<file path="src/fpu_consts.svh">
`ifndef FPU_CONSTS_SVH
`define FPU_CONSTS_SVH

// binary32 field layout
`define FPU_WORD_W 32  // whole word
`define FPU_EXP_W 8    // biased exponent field
`define FPU_FRAC_W 23  // stored fraction, hidden one not included

// exponent encoding
`define FPU_BIAS 127     // exponent bias
`define FPU_EXP_MAX 255  // all ones, infinity

// operation codes, bit 1 picks the multiplier
`define FPU_OP_ADD 2'd0  // a + b
`define FPU_OP_SUB 2'd1  // a - b
`define FPU_OP_MUL 2'd2  // a * b, code 3 lands here too

`endif

</file>
<file path="src/fpu_pkg.sv">
`default_nettype none

`include "fpu_consts.svh"

package fpu_pkg;

    // full binary32 word, sign / exponent / fraction
    typedef logic [`FPU_WORD_W-1:0] fp32_t;

    // biased exponent as stored in the word
    typedef logic [`FPU_EXP_W-1:0] exp_t;

    // stored fraction without the hidden bit
    typedef logic [`FPU_FRAC_W-1:0] frac_t;

    // mantissa with the hidden one in the top bit
    typedef logic [`FPU_FRAC_W:0] man_t;

    // intermediate exponent, two extra bits so overflow and
    // underflow stay visible before the range check
    typedef logic signed [`FPU_EXP_W+1:0] exp_wide_t;

    // full mantissa product, 24 x 24 bits
    typedef logic [2*(`FPU_FRAC_W+1)-1:0] prod_t;

    // operation code at the top level
    typedef logic [1:0] fpu_op_t;

endpackage

`default_nettype wire

</file>
<file path="src/fpu_add.sv">
`default_nettype none

`include "fpu_consts.svh"

module fpu_add (
    input  logic           clk,
    input  logic           reset,
    input  fpu_pkg::fp32_t a,
    input  fpu_pkg::fp32_t b,
    input  logic           sub,
    output fpu_pkg::fp32_t result
);
    import fpu_pkg::*;

    // position of the leading one counted from bit 23, 0 when bit 23 is set
    function automatic logic [4:0] lead_zeros(input man_t v);
        logic [4:0] n;
        n = 5'd0;
        for (int i = 0; i <= `FPU_FRAC_W; i++) begin
            if (v[i]) begin
                n = 5'(`FPU_FRAC_W - i);  // highest set bit wins, loop runs upward
            end
        end
        return n;
    endfunction

    logic                 sign_a;    // operand signs, b after the sub flip
    logic                 sign_b;
    logic                 a_big;     // a has the larger or equal magnitude
    logic                 sign_big;  // sign of the larger operand, result sign
    logic                 eff_sub;   // signs differ, magnitudes subtract
    exp_t                 exp_big;   // exponent of larger operand
    exp_t                 exp_small;
    frac_t                frac_big;
    frac_t                frac_small;
    exp_t                 exp_diff;  // alignment distance, never negative
    man_t                 man_big;
    man_t                 man_small; // zero if the small operand is flushed
    man_t                 man_al;    // small mantissa after alignment
    logic [`FPU_FRAC_W+1:0] sum;     // 25 bits, top bit is carry out
    logic [4:0]           lz;        // normalize left shift
    man_t                 man_n;     // normalized mantissa
    exp_wide_t            exp_res;   // exponent after normalize
    logic                 both_zero; // both exponent fields zero
    logic                 ovf;       // exponent out of range high
    logic                 uflow;     // exponent out of range low
    fp32_t                res_d;     // next result word

    assign sign_a = a[`FPU_WORD_W-1];
    assign sign_b = b[`FPU_WORD_W-1] ^ sub;  // subtraction is add with b negated

    // magnitude order, exponent then fraction, is just the low 31 bits as unsigned
    assign a_big = (a[`FPU_WORD_W-2:0] >= b[`FPU_WORD_W-2:0]);

    always_comb begin
        // operand swap
        if (a_big) begin
            sign_big   = sign_a;
            exp_big    = a[`FPU_WORD_W-2 -: `FPU_EXP_W];
            frac_big   = a[`FPU_FRAC_W-1:0];
            exp_small  = b[`FPU_WORD_W-2 -: `FPU_EXP_W];
            frac_small = b[`FPU_FRAC_W-1:0];
        end else begin
            sign_big   = sign_b;
            exp_big    = b[`FPU_WORD_W-2 -: `FPU_EXP_W];
            frac_big   = b[`FPU_FRAC_W-1:0];
            exp_small  = a[`FPU_WORD_W-2 -: `FPU_EXP_W];
            frac_small = a[`FPU_FRAC_W-1:0];
        end
        eff_sub   = sign_a ^ sign_b;
        both_zero = (exp_big == '0);  // big has the larger exponent, so small is zero too

        man_big   = {1'b1, frac_big};
        man_small = (exp_small == '0) ? '0 : {1'b1, frac_small};  // flushed operand

        // alignment, shifted out bits are lost
        exp_diff = exp_big - exp_small;
        if (exp_diff >= exp_t'(`FPU_FRAC_W + 2)) begin
            man_al = '0;  // 25 or more places, nothing left
        end else begin
            man_al = man_small >> exp_diff;
        end

        // signed magnitude combine, big >= small so no borrow out
        if (eff_sub) begin
            sum = {1'b0, man_big} - {1'b0, man_al};
        end else begin
            sum = {1'b0, man_big} + {1'b0, man_al};
        end

        // normalize
        if (sum[`FPU_FRAC_W+1]) begin  // carry out, shift right once
            lz      = 5'd0;
            man_n   = sum[`FPU_FRAC_W+1:1];  // low bit dropped
            exp_res = exp_wide_t'({2'b00, exp_big}) + exp_wide_t'(1);
        end else begin
            lz      = lead_zeros(sum[`FPU_FRAC_W:0]);
            man_n   = sum[`FPU_FRAC_W:0] << lz;
            exp_res = exp_wide_t'({2'b00, exp_big}) - exp_wide_t'({5'b0, lz});
        end

        ovf   = (exp_res >= exp_wide_t'(`FPU_EXP_MAX));
        uflow = (exp_res <= exp_wide_t'(0));

        // special results first, then the normal pack
        if (both_zero || (sum == '0)) begin
            res_d = '0;  // exact zero is always +0
        end else if (ovf) begin
            res_d = {sign_big, exp_t'(`FPU_EXP_MAX), frac_t'(0)};
        end else if (uflow) begin
            res_d = {sign_big, {(`FPU_WORD_W-1){1'b0}}};  // flush keeps the sign
        end else begin
            res_d = {sign_big, exp_res[`FPU_EXP_W-1:0], man_n[`FPU_FRAC_W-1:0]};
        end
    end

    // result register, loads every cycle
    always_ff @(posedge clk or posedge reset) begin
        if (reset) begin
            result <= '0;
        end else begin
            result <= res_d;
        end
    end

    // exponent 255 only ever with a zero fraction
    a_add_no_nan: assert property (
        @(posedge clk) disable iff (reset)
        !((result[`FPU_WORD_W-2 -: `FPU_EXP_W] == exp_t'(`FPU_EXP_MAX))
          && (result[`FPU_FRAC_W-1:0] != '0))
    ) else $error("fpu_add: NaN pattern on result");

    // a registered zero magnitude is +0 unless the exponent underflowed
    a_add_pos_zero: assert property (
        @(posedge clk) disable iff (reset)
        ((result[`FPU_WORD_W-2:0] == '0) && !$past(uflow)) |-> !result[`FPU_WORD_W-1]
    ) else $error("fpu_add: zero result with negative sign");

endmodule

`default_nettype wire

</file>
<file path="src/fpu_mul.sv">
`default_nettype none

`include "fpu_consts.svh"

module fpu_mul (
    input  logic           clk,
    input  logic           reset,
    input  fpu_pkg::fp32_t a,
    input  fpu_pkg::fp32_t b,
    output fpu_pkg::fp32_t result
);
    import fpu_pkg::*;

    logic      sign_r;     // result sign
    exp_t      exp_a;      // operand exponent fields
    exp_t      exp_b;
    man_t      man_a;      // mantissas with hidden one
    man_t      man_b;
    logic      zero_op;    // either operand flushed to zero
    prod_t     prod;       // 48 bit mantissa product
    exp_wide_t exp_sum;    // exponent before normalize
    exp_wide_t exp_norm;   // exponent after normalize
    frac_t     frac_n;     // truncated fraction
    fp32_t     res_d;      // next result word

    // field unpack
    assign sign_r = a[`FPU_WORD_W-1] ^ b[`FPU_WORD_W-1];  // sign is always the xor
    assign exp_a  = a[`FPU_WORD_W-2 -: `FPU_EXP_W];
    assign exp_b  = b[`FPU_WORD_W-2 -: `FPU_EXP_W];
    assign man_a  = {1'b1, a[`FPU_FRAC_W-1:0]};      // hidden one restored
    assign man_b  = {1'b1, b[`FPU_FRAC_W-1:0]};

    // zero exponent field means zero or subnormal, both flushed
    assign zero_op = (exp_a == '0) || (exp_b == '0);

    assign prod = man_a * man_b;  // 1.x * 1.y lands in [1, 4)

    // biased sum, widened and signed so the range check sees the true value
    assign exp_sum = exp_wide_t'({2'b00, exp_a}) + exp_wide_t'({2'b00, exp_b})
                   - exp_wide_t'(`FPU_BIAS);

    always_comb begin
        // normalize by at most one place, truncate the rest
        if (prod[2*`FPU_FRAC_W+1]) begin  // product >= 2.0
            exp_norm = exp_sum + exp_wide_t'(1);
            frac_n   = prod[2*`FPU_FRAC_W -: `FPU_FRAC_W];    // bits 46..24
        end else begin
            exp_norm = exp_sum;
            frac_n   = prod[2*`FPU_FRAC_W-1 -: `FPU_FRAC_W];  // bits 45..23
        end

        // range mapping
        if (zero_op) begin
            res_d = {sign_r, {(`FPU_WORD_W-1){1'b0}}};  // signed zero
        end else if (exp_norm >= exp_wide_t'(`FPU_EXP_MAX)) begin
            res_d = {sign_r, exp_t'(`FPU_EXP_MAX), frac_t'(0)};  // signed infinity
        end else if (exp_norm <= exp_wide_t'(0)) begin
            res_d = {sign_r, {(`FPU_WORD_W-1){1'b0}}};  // underflow, flush to zero
        end else begin
            res_d = {sign_r, exp_norm[`FPU_EXP_W-1:0], frac_n};
        end
    end

    // result register, loads every cycle
    always_ff @(posedge clk or posedge reset) begin
        if (reset) begin
            result <= '0;
        end else begin
            result <= res_d;
        end
    end

    // a zero operand must show up as zero magnitude on the next cycle
    a_mul_zero_op: assert property (
        @(posedge clk) disable iff (reset)
        zero_op |=> (result[`FPU_WORD_W-2:0] == '0)
    ) else $error("fpu_mul: zero operand gave nonzero magnitude");

    // infinity is the only all-ones exponent the unit may emit
    a_mul_no_nan: assert property (
        @(posedge clk) disable iff (reset)
        !((result[`FPU_WORD_W-2 -: `FPU_EXP_W] == exp_t'(`FPU_EXP_MAX))
          && (result[`FPU_FRAC_W-1:0] != '0))
    ) else $error("fpu_mul: NaN pattern on result");

endmodule

`default_nettype wire

</file>
<file path="src/fpu_top.sv">
`default_nettype none

module fpu_top (
    input  logic             clk,
    input  logic             reset,
    input  logic             in_valid,
    input  fpu_pkg::fpu_op_t op,
    input  fpu_pkg::fp32_t   a,
    input  fpu_pkg::fp32_t   b,
    output logic             out_valid,
    output fpu_pkg::fp32_t   result
);
    import fpu_pkg::*;

    fpu_op_t op_q;     // op code aligned with the unit result registers
    logic    valid_q;  // in_valid delayed by one
    fp32_t   mul_res;  // registered unit results
    fp32_t   add_res;

    // both units see every operand pair, only the select differs
    fpu_mul u_mul (
        .clk    (clk),
        .reset  (reset),
        .a      (a),
        .b      (b),
        .result (mul_res)
    );

    fpu_add u_add (
        .clk    (clk),
        .reset  (reset),
        .a      (a),
        .b      (b),
        .sub    (op[0]),  // code 1 is subtract
        .result (add_res)
    );

    // tag pipeline, one stage to match the units
    always_ff @(posedge clk or posedge reset) begin
        if (reset) begin
            op_q    <= '0;
            valid_q <= 1'b0;
        end else begin
            op_q    <= op;
            valid_q <= in_valid;
        end
    end

    assign result    = op_q[1] ? mul_res : add_res;  // codes 2 and 3 multiply
    assign out_valid = valid_q;

    // nothing may come out on the first edge after reset is released
    a_top_quiet_after_reset: assert property (
        @(posedge clk) $fell(reset) |-> !out_valid
    ) else $error("fpu_top: out_valid high right after reset");

endmodule

`default_nettype wire

</file>
<file path="config.mk">
export PLATFORM = sky130hd
export DESIGN_NAME = fpu_top
export DESIGN_NICKNAME = d
export VERILOG_FILES = /design/src/fpu_pkg.sv /design/src/fpu_add.sv /design/src/fpu_mul.sv /design/src/fpu_top.sv
export VERILOG_INCLUDE_DIRS = /design/src
export SDC_FILE = /design/constraint.sdc
export NUM_CORES = 2
export LEC_CHECK = 0
export BUFFER_PORTS_ARGS = -buffer_cell sky130_fd_sc_hd__buf_2
export CAP_MARGIN = 10
export CELL_PAD_IN_SITES_DETAIL_PLACEMENT = 0
export CELL_PAD_IN_SITES_GLOBAL_PLACEMENT = 1
export CORE_MARGIN = 3
export CORE_UTILIZATION = 50
export CTS_CLUSTER_DIAMETER = 60
export DETAILED_ROUTE_END_ITERATION = 12
export PLACE_DENSITY = 0.81
export SETUP_SLACK_MARGIN = 0.4
export SYNTH_ARGS = -nofsm -noshare
export SYNTH_HDL_FRONTEND = slang
export SYNTH_HIERARCHICAL = 1
export SYNTH_SLANG_ARGS = --single-unit
</file>
<file path="constraint.sdc">
create_clock -name clk -period 1.4 [get_ports clk]
set_input_delay 0 -clock clk [delete_from_list [all_inputs] [get_ports clk]]
set_output_delay 0 -clock clk [all_outputs]
set_load 0.03 [all_outputs]
</file>
Word level (Yosys, flattened, before mapping)
Cells that the tools add are included.
{"block": "op_classes", "n_addsub": 8, "mul": 1, "div_mod_pow": 0, "order_cmp": 6, "n_eq_ne": 0, "shifts": 2, "mux": 44, "bitwise": 3, "n_reduce_logical": 7}
{"operator": "$mux W31", "n": 5}
{"operator": "$mux W5", "n": 25}
{"operator": "$mux W23", "n": 4}
{"operator": "$mux W32", "n": 2}
{"operator": "$mul A24 B24 Y48", "n": 1}
{"operator": "$mux W24", "n": 2}
{"operator": "$logic_not A8 Y1", "n": 4}
{"operator": "$ge A31 B31 Y1", "n": 1}
{"operator": "$add A24 B24 Y25", "n": 1}
{"operator": "$logic_not A25 Y1", "n": 1}
{"operator": "$mux W25", "n": 1}
{"operator": "$sub A24 B24 Y25", "n": 1}
{"operator": "$shl A24 B5 Y23", "n": 1}
{"operator": "$shr A24 B8 Y24", "n": 1}
{"operator": "$ge A10 B9 Y1 const B", "n": 2}
{"operator": "$le A10 B1 Y1 const B", "n": 2}
{"operator": "$mux W10", "n": 2}
{"operator": "$mux W8", "n": 2}
{"operator": "$add A10 B2 Y10 const B", "n": 1}
{"operator": "$sub A10 B8 Y10 const B", "n": 1}
{"operator": "$add A8 B1 Y9 const B", "n": 1}
{"operator": "$add A8 B8 Y9", "n": 1}
{"operator": "$sub A8 B5 Y9", "n": 1}
{"operator": "$ge A8 B5 Y1 const B", "n": 1}
{"operator": "other kinds (4)", "n": 7}
{"block": "totals", "register_bits": 67, "latch_bits": 0, "ramBits": 0, "romBits": 0, "inputBits": 69, "output_inout_bits": 33, "elab_cells": 75, "mem_count": 0}

Logic depth before layout (Yosys ltp)
{"block": "logic_depth", "ltp_word": 39, "mapped_depth": 65}

Modules after synthesis
Netlist, hierarchy kept.
{"module": "fpu_mul", "instances": 1, "cells_per_inst": 2312, "area_per_inst_um2": 20310.7, "seq_area_each_um2": 800.8}
{"module": "fpu_add", "instances": 1, "cells_per_inst": 1376, "area_per_inst_um2": 9655.5, "seq_area_each_um2": 800.8}
{"module": "fpu_top", "instances": 1, "cells_per_inst": 39, "area_per_inst_um2": 598.1, "seq_area_each_um2": 50.0}

Least setup slack after synthesis
OpenSTA, ideal clock, no wires.
{"block": "synth_timing", "path_kind": "input -> register", "from": "input b[10]", "to": "register u_add.result[0]", "setup_time_ns": 0.132, "t_arrival_ns": 11.731, "t_required_ns": 1.268, "path_slack_ns": -10.463, "path_stages": 61, "path_buffers": 11, "path_cell_list": "inv_1 > ha_1 > a21oi_1 > o21ai_1 > a2111o_1 > o21ai_2 > buf_6 > nand2_4 > buf_6 > clkbuf_1 > buf_1 > buf_1 > a21boi_0 > inv_1 > fa_1 > buf_2 > clkbuf_1 > buf_1 > [... 25 more ...] > nand2_1 > nor4_1 > or3_1 > inv_1 > clkbuf_1 > ha_1 > nor2b_1 > o21ai_0 > nand2b_1 > a21oi_1 > nand2_1 > xnor2_1 > or4_1 > nor3_1 > a31oi_2 > nand3b_1 > clkbuf_1 > nor2_1"}
{"block": "synth_between", "elab_chain_len": 39, "elab_cells_between_ends": 52}
{"element": "from (decl)", "line_no": "fpu_top.sv:9", "source": "input fpu_pkg::fp32_t b,"}
{"element": "branches (longest 38 deep; another with $ge A31 B31 Y1)"}
{"element": "$mux W32 *", "line_no": "fpu_add.sv:106", "source": "if (both_zero || (sum == '0)) begin"}
{"element": "via u_add.res_d[0]", "line_no": "fpu_add.sv:47", "source": "fp32_t res_d;"}
{"element": "to (signal assigned)", "line_no": "fpu_add.sv:122", "source": "result <= res_d;"}
{"element": "to (decl)", "line_no": "fpu_add.sv:11", "source": "output fpu_pkg::fp32_t result"}
Mark *: on every way through the listed nets, which the timed path passes. The select of a mux whose other input is x is not followed.

Worst setup path in the final report
{"block": "layout_timing", "from": "input b[11]", "to": "register u_add.result[6]"}
The elaborated chain is that of the path after synthesis.

==> key figures <==
Die
  – Core Region: 60500 µm²
  – Die Wd: 253 µm
  – Rows: 90
  – Starting density of the core: 50.5%
  – I/O pin count: 102
  – Die height: 253 µm
  – Die ar.: 64100 µm²

Synth
  – Most frequent cell after synthesis: inv_1
  – Avg Cell Area, Syn: 8.20 µm²
  – Top FF cell, synth: dfrtp_1
  – Flops & latches, synth: 66
  – Synth Area in XOR/XNOR: 2.83%
  – Synth Warn #: 6
  – Post-synthesis cell type count: 117
  – Yosys top cell area share: 31.8%
  – Post-Synth Adder-Cell Area: 42.2%
  – Simple-Gate Fraction of Synth Area: 19.2%
  – Mapped Cells: 3727
  – Syn nets: 4536
  – Post-synth EDFFs: 0
  – Area contributors post-synth: fa_1 32%, ha_1 10%, inv_1 7.9%, nand2_1 5.9%, dfrtp_1 5.4%
  – Compound-Gate Fraction of Synth Area: 15.2%
  – List of most frequent post-synthesis cells: 640 x inv_1, 485 x fa_1, 484 x nand2_1
  – Largest family of logic cells by synthesized area: adder cells
  – Cell taking the most area after synthesis: fa_1
  – Post-synthesis sequential area ratio: 5.40%
  – Mux share of post-synthesis cell area: 4.52%
  – Mapped cell area: 30600 µm²
  – Synth async-reset ratio: 100%

STA
  – Pins Over Slew Limit: 0
  – Min Tclk post-route: 9.93 ns
  – RSZ-0062 raised after global routing: true
  – Post-route clock period utilization: 709%
  – Worst hold slack: 0.0833 ns
  – Least-Margin Pin Slew: 0.657 ns
  – Final Hold Fails: 0
  – Worst rel slew slack: 56.2%
  – Final-report setup violation count: 92
  – Setup slack after layout: -8.53 ns
  – FMAX: 0.101 GHz

Setup path
  – Worst setup SP type: input port
  – Crit path capture type: register
  – CP Launch Point: b[11]
  – Bufs and invs on worst path: 12
  – Crit path kind: input port to register
  – Arrival time at the worst endpoint: 10.13 ns
  – Crit path max fanout: 8
  – Largest delay share family, worst path: compound AO/OA/AOI/OAI gates
  – Slowest cell on crit path: or4_4
  – Critical Path RT: 1.61 ns
  – Crit-path max cell delay: 0.54 ns
  – Critical Path Most Common Cell: buf_12

Global routing
  – GRT Overall Usage: 37.7%
  – Met1 Use GR: 44.9%
  – Antenna violations before repair: 3
  – First-pass GRT wire length: 184000 µm
  – M3 GR Usage: 6.75%
  – Met2 usage: 64.2%
  – Largest net degree at the start of global routing: 59
  – Most Crowded Layer GR: met2
  – Vias in the first global route: 31600
  – Grt ovf: 0

CTS
  – Clk sink count: 66
  – Clock Root Buffer: clkbuf_16
  – Clock-pin slew on the worst setup and hold paths: 0.05 ns
  – CTS Buffer Depth: 2
  – CTS tree: done
  – H-tree depth: 3
  – Cts bufs inserted: 9

Worst hold path
  – Hold Path Class: input port to register
  – Min-Delay Endpoint: u_mul/result[31]
  – WHS Path Cells: 3
  – Hold Startpoint: b[31]

Placement
  – Post-DP HPWL: 92600 µm
  – Routability Congestion: 1.02
  – IO Port Bufs: 101

Detailed routing
  – DR vias/cell: 5.80
  – 1st-pass router iterations: 6
  – Drc violations: 0
  – Via count: 30900
  – Detailed Route WL: 122000 µm
  – Routed WL per cell: 22.9 µm
  – Detailed Route Iter0 Violations: 2413
  – Antenna viol nets, final: 0

Cells and area
  – Filler Cell Count: 5051
  – Core Util, Final: 67.6%
  – Final nets: 5340
  – Area grow syn2layout: 33.7%
  – Layout cells sized above 1: 31.1%

Job
  – Max-cap violation count: 0

Run status
  – Failing checks: setup timing
  – Outcome: finished, violations left
[cell type report]
class / count / area [µm²] / area share, %
sequential: 66 / 1650 / 4.05
inverter: 645 / 2490 / 6.09
tap: 782 / 978 / 2.39
clock inverter: 5 / 56.3 / 0.138
antenna: 1 / 2.50 / 0.00613
timing repair buffer: 975 / 7870 / 19.3
clock buffer: 10 / 229 / 0.560
multi-input combinational: 2834 / 27600 / 67.5
[worst max path at each step]
stage	cells after the start	slack (ns)	end
after global placement	55	-8.85	u_add/result[22]
final	56	-8.53	u_add/result[6]
after detailed placement	54	-8.95	u_add/result[22]
after global routing	62	-8.97	u_add/result[16]
after CTS	54	-8.37	u_add/result[22]
after floorplan	57	-8.68	u_add/result[18]
[cell usage in the layout, fill, tap and decap left out, types with 18 or more instances in the layout]
cell type,n
o21ai_1,22
o21ai_0,108
nor2_2,24
buf_6,78
mux2_4,36
nand4_1,24
o22ai_1,18
fa_1,471
a21o_1,28
xnor2_1,55
buf_4,823
a21oi_2,35
nor4_1,22
o211ai_1,33
nand2_1,467
inv_1,608
xor2_1,29
buf_12,21
dfrtp_1,65
a211oi_1,18
o21a_1,27
buf_2,42
ha_1,216
nand2b_1,18
mux2i_1,45
a21oi_1,115
nor2_1,195
nor3_1,50
nand3_1,47
and2_1,215
ha_4,37
[sequential cells by signal, indices dropped and copies added (netlist names)]
signal / flops
u_add/result: 32
u_mul/result: 32
op_q: 1
out_valid: 1
[stage by stage]
step           TNS [ns]  cells  instance area (µm²)  setup WS (ns)
2_1_floorplan   -433.33   3727                32100          -8.68
3_3_place_gp    -480.40   5222                38300          -8.85
3_5_place_dp    -484.57   5222                38300          -8.95
4_1_cts         -447.97   5280                39800          -8.37
5_1_grt         -474.72   5317                40900          -8.97
6_report        -454.63   5318                40900          -8.53
[per-layer routing]
| layer | up-vias | wire length (µm) |
|---|---|---|
| met1 | 15200 | 45600 |
| met4 | 2 | 8840 |
| li1 | 13800 | - |
| met2 | 1414 | 57900 |
| met5 | - | 15 |
| met3 | 410 | 9490 |
[repair_timing]
item | in CTS | in global routing
hold endpoints to repair | 68 | 0
setup endpoints to repair | 95 | 95
hold buffers | 3 | 0
gates resized for setup | 208 | 183
setup buffers | 38 | 36
pin swaps | 41 | 107
cloned | 2 | 1
[logic make-up after synthesis]
kind of cell               after synthesis
muxes                                  108
xor gates and xnor gates                98
and+or+nand+nor                       1224
DFF                                     66
buffers and inverters                  827
adders and majority gates              740
AOI/OAI and AO/OA                      664
[tightest hold or removal path: stages]
cell	delay, ns
buf_2	0.09
buf_4	0.10
xor2_1	0.15
Power is not shown: default switching activity piles up to over one toggle a cycle in this logic, so the estimate is an artifact.
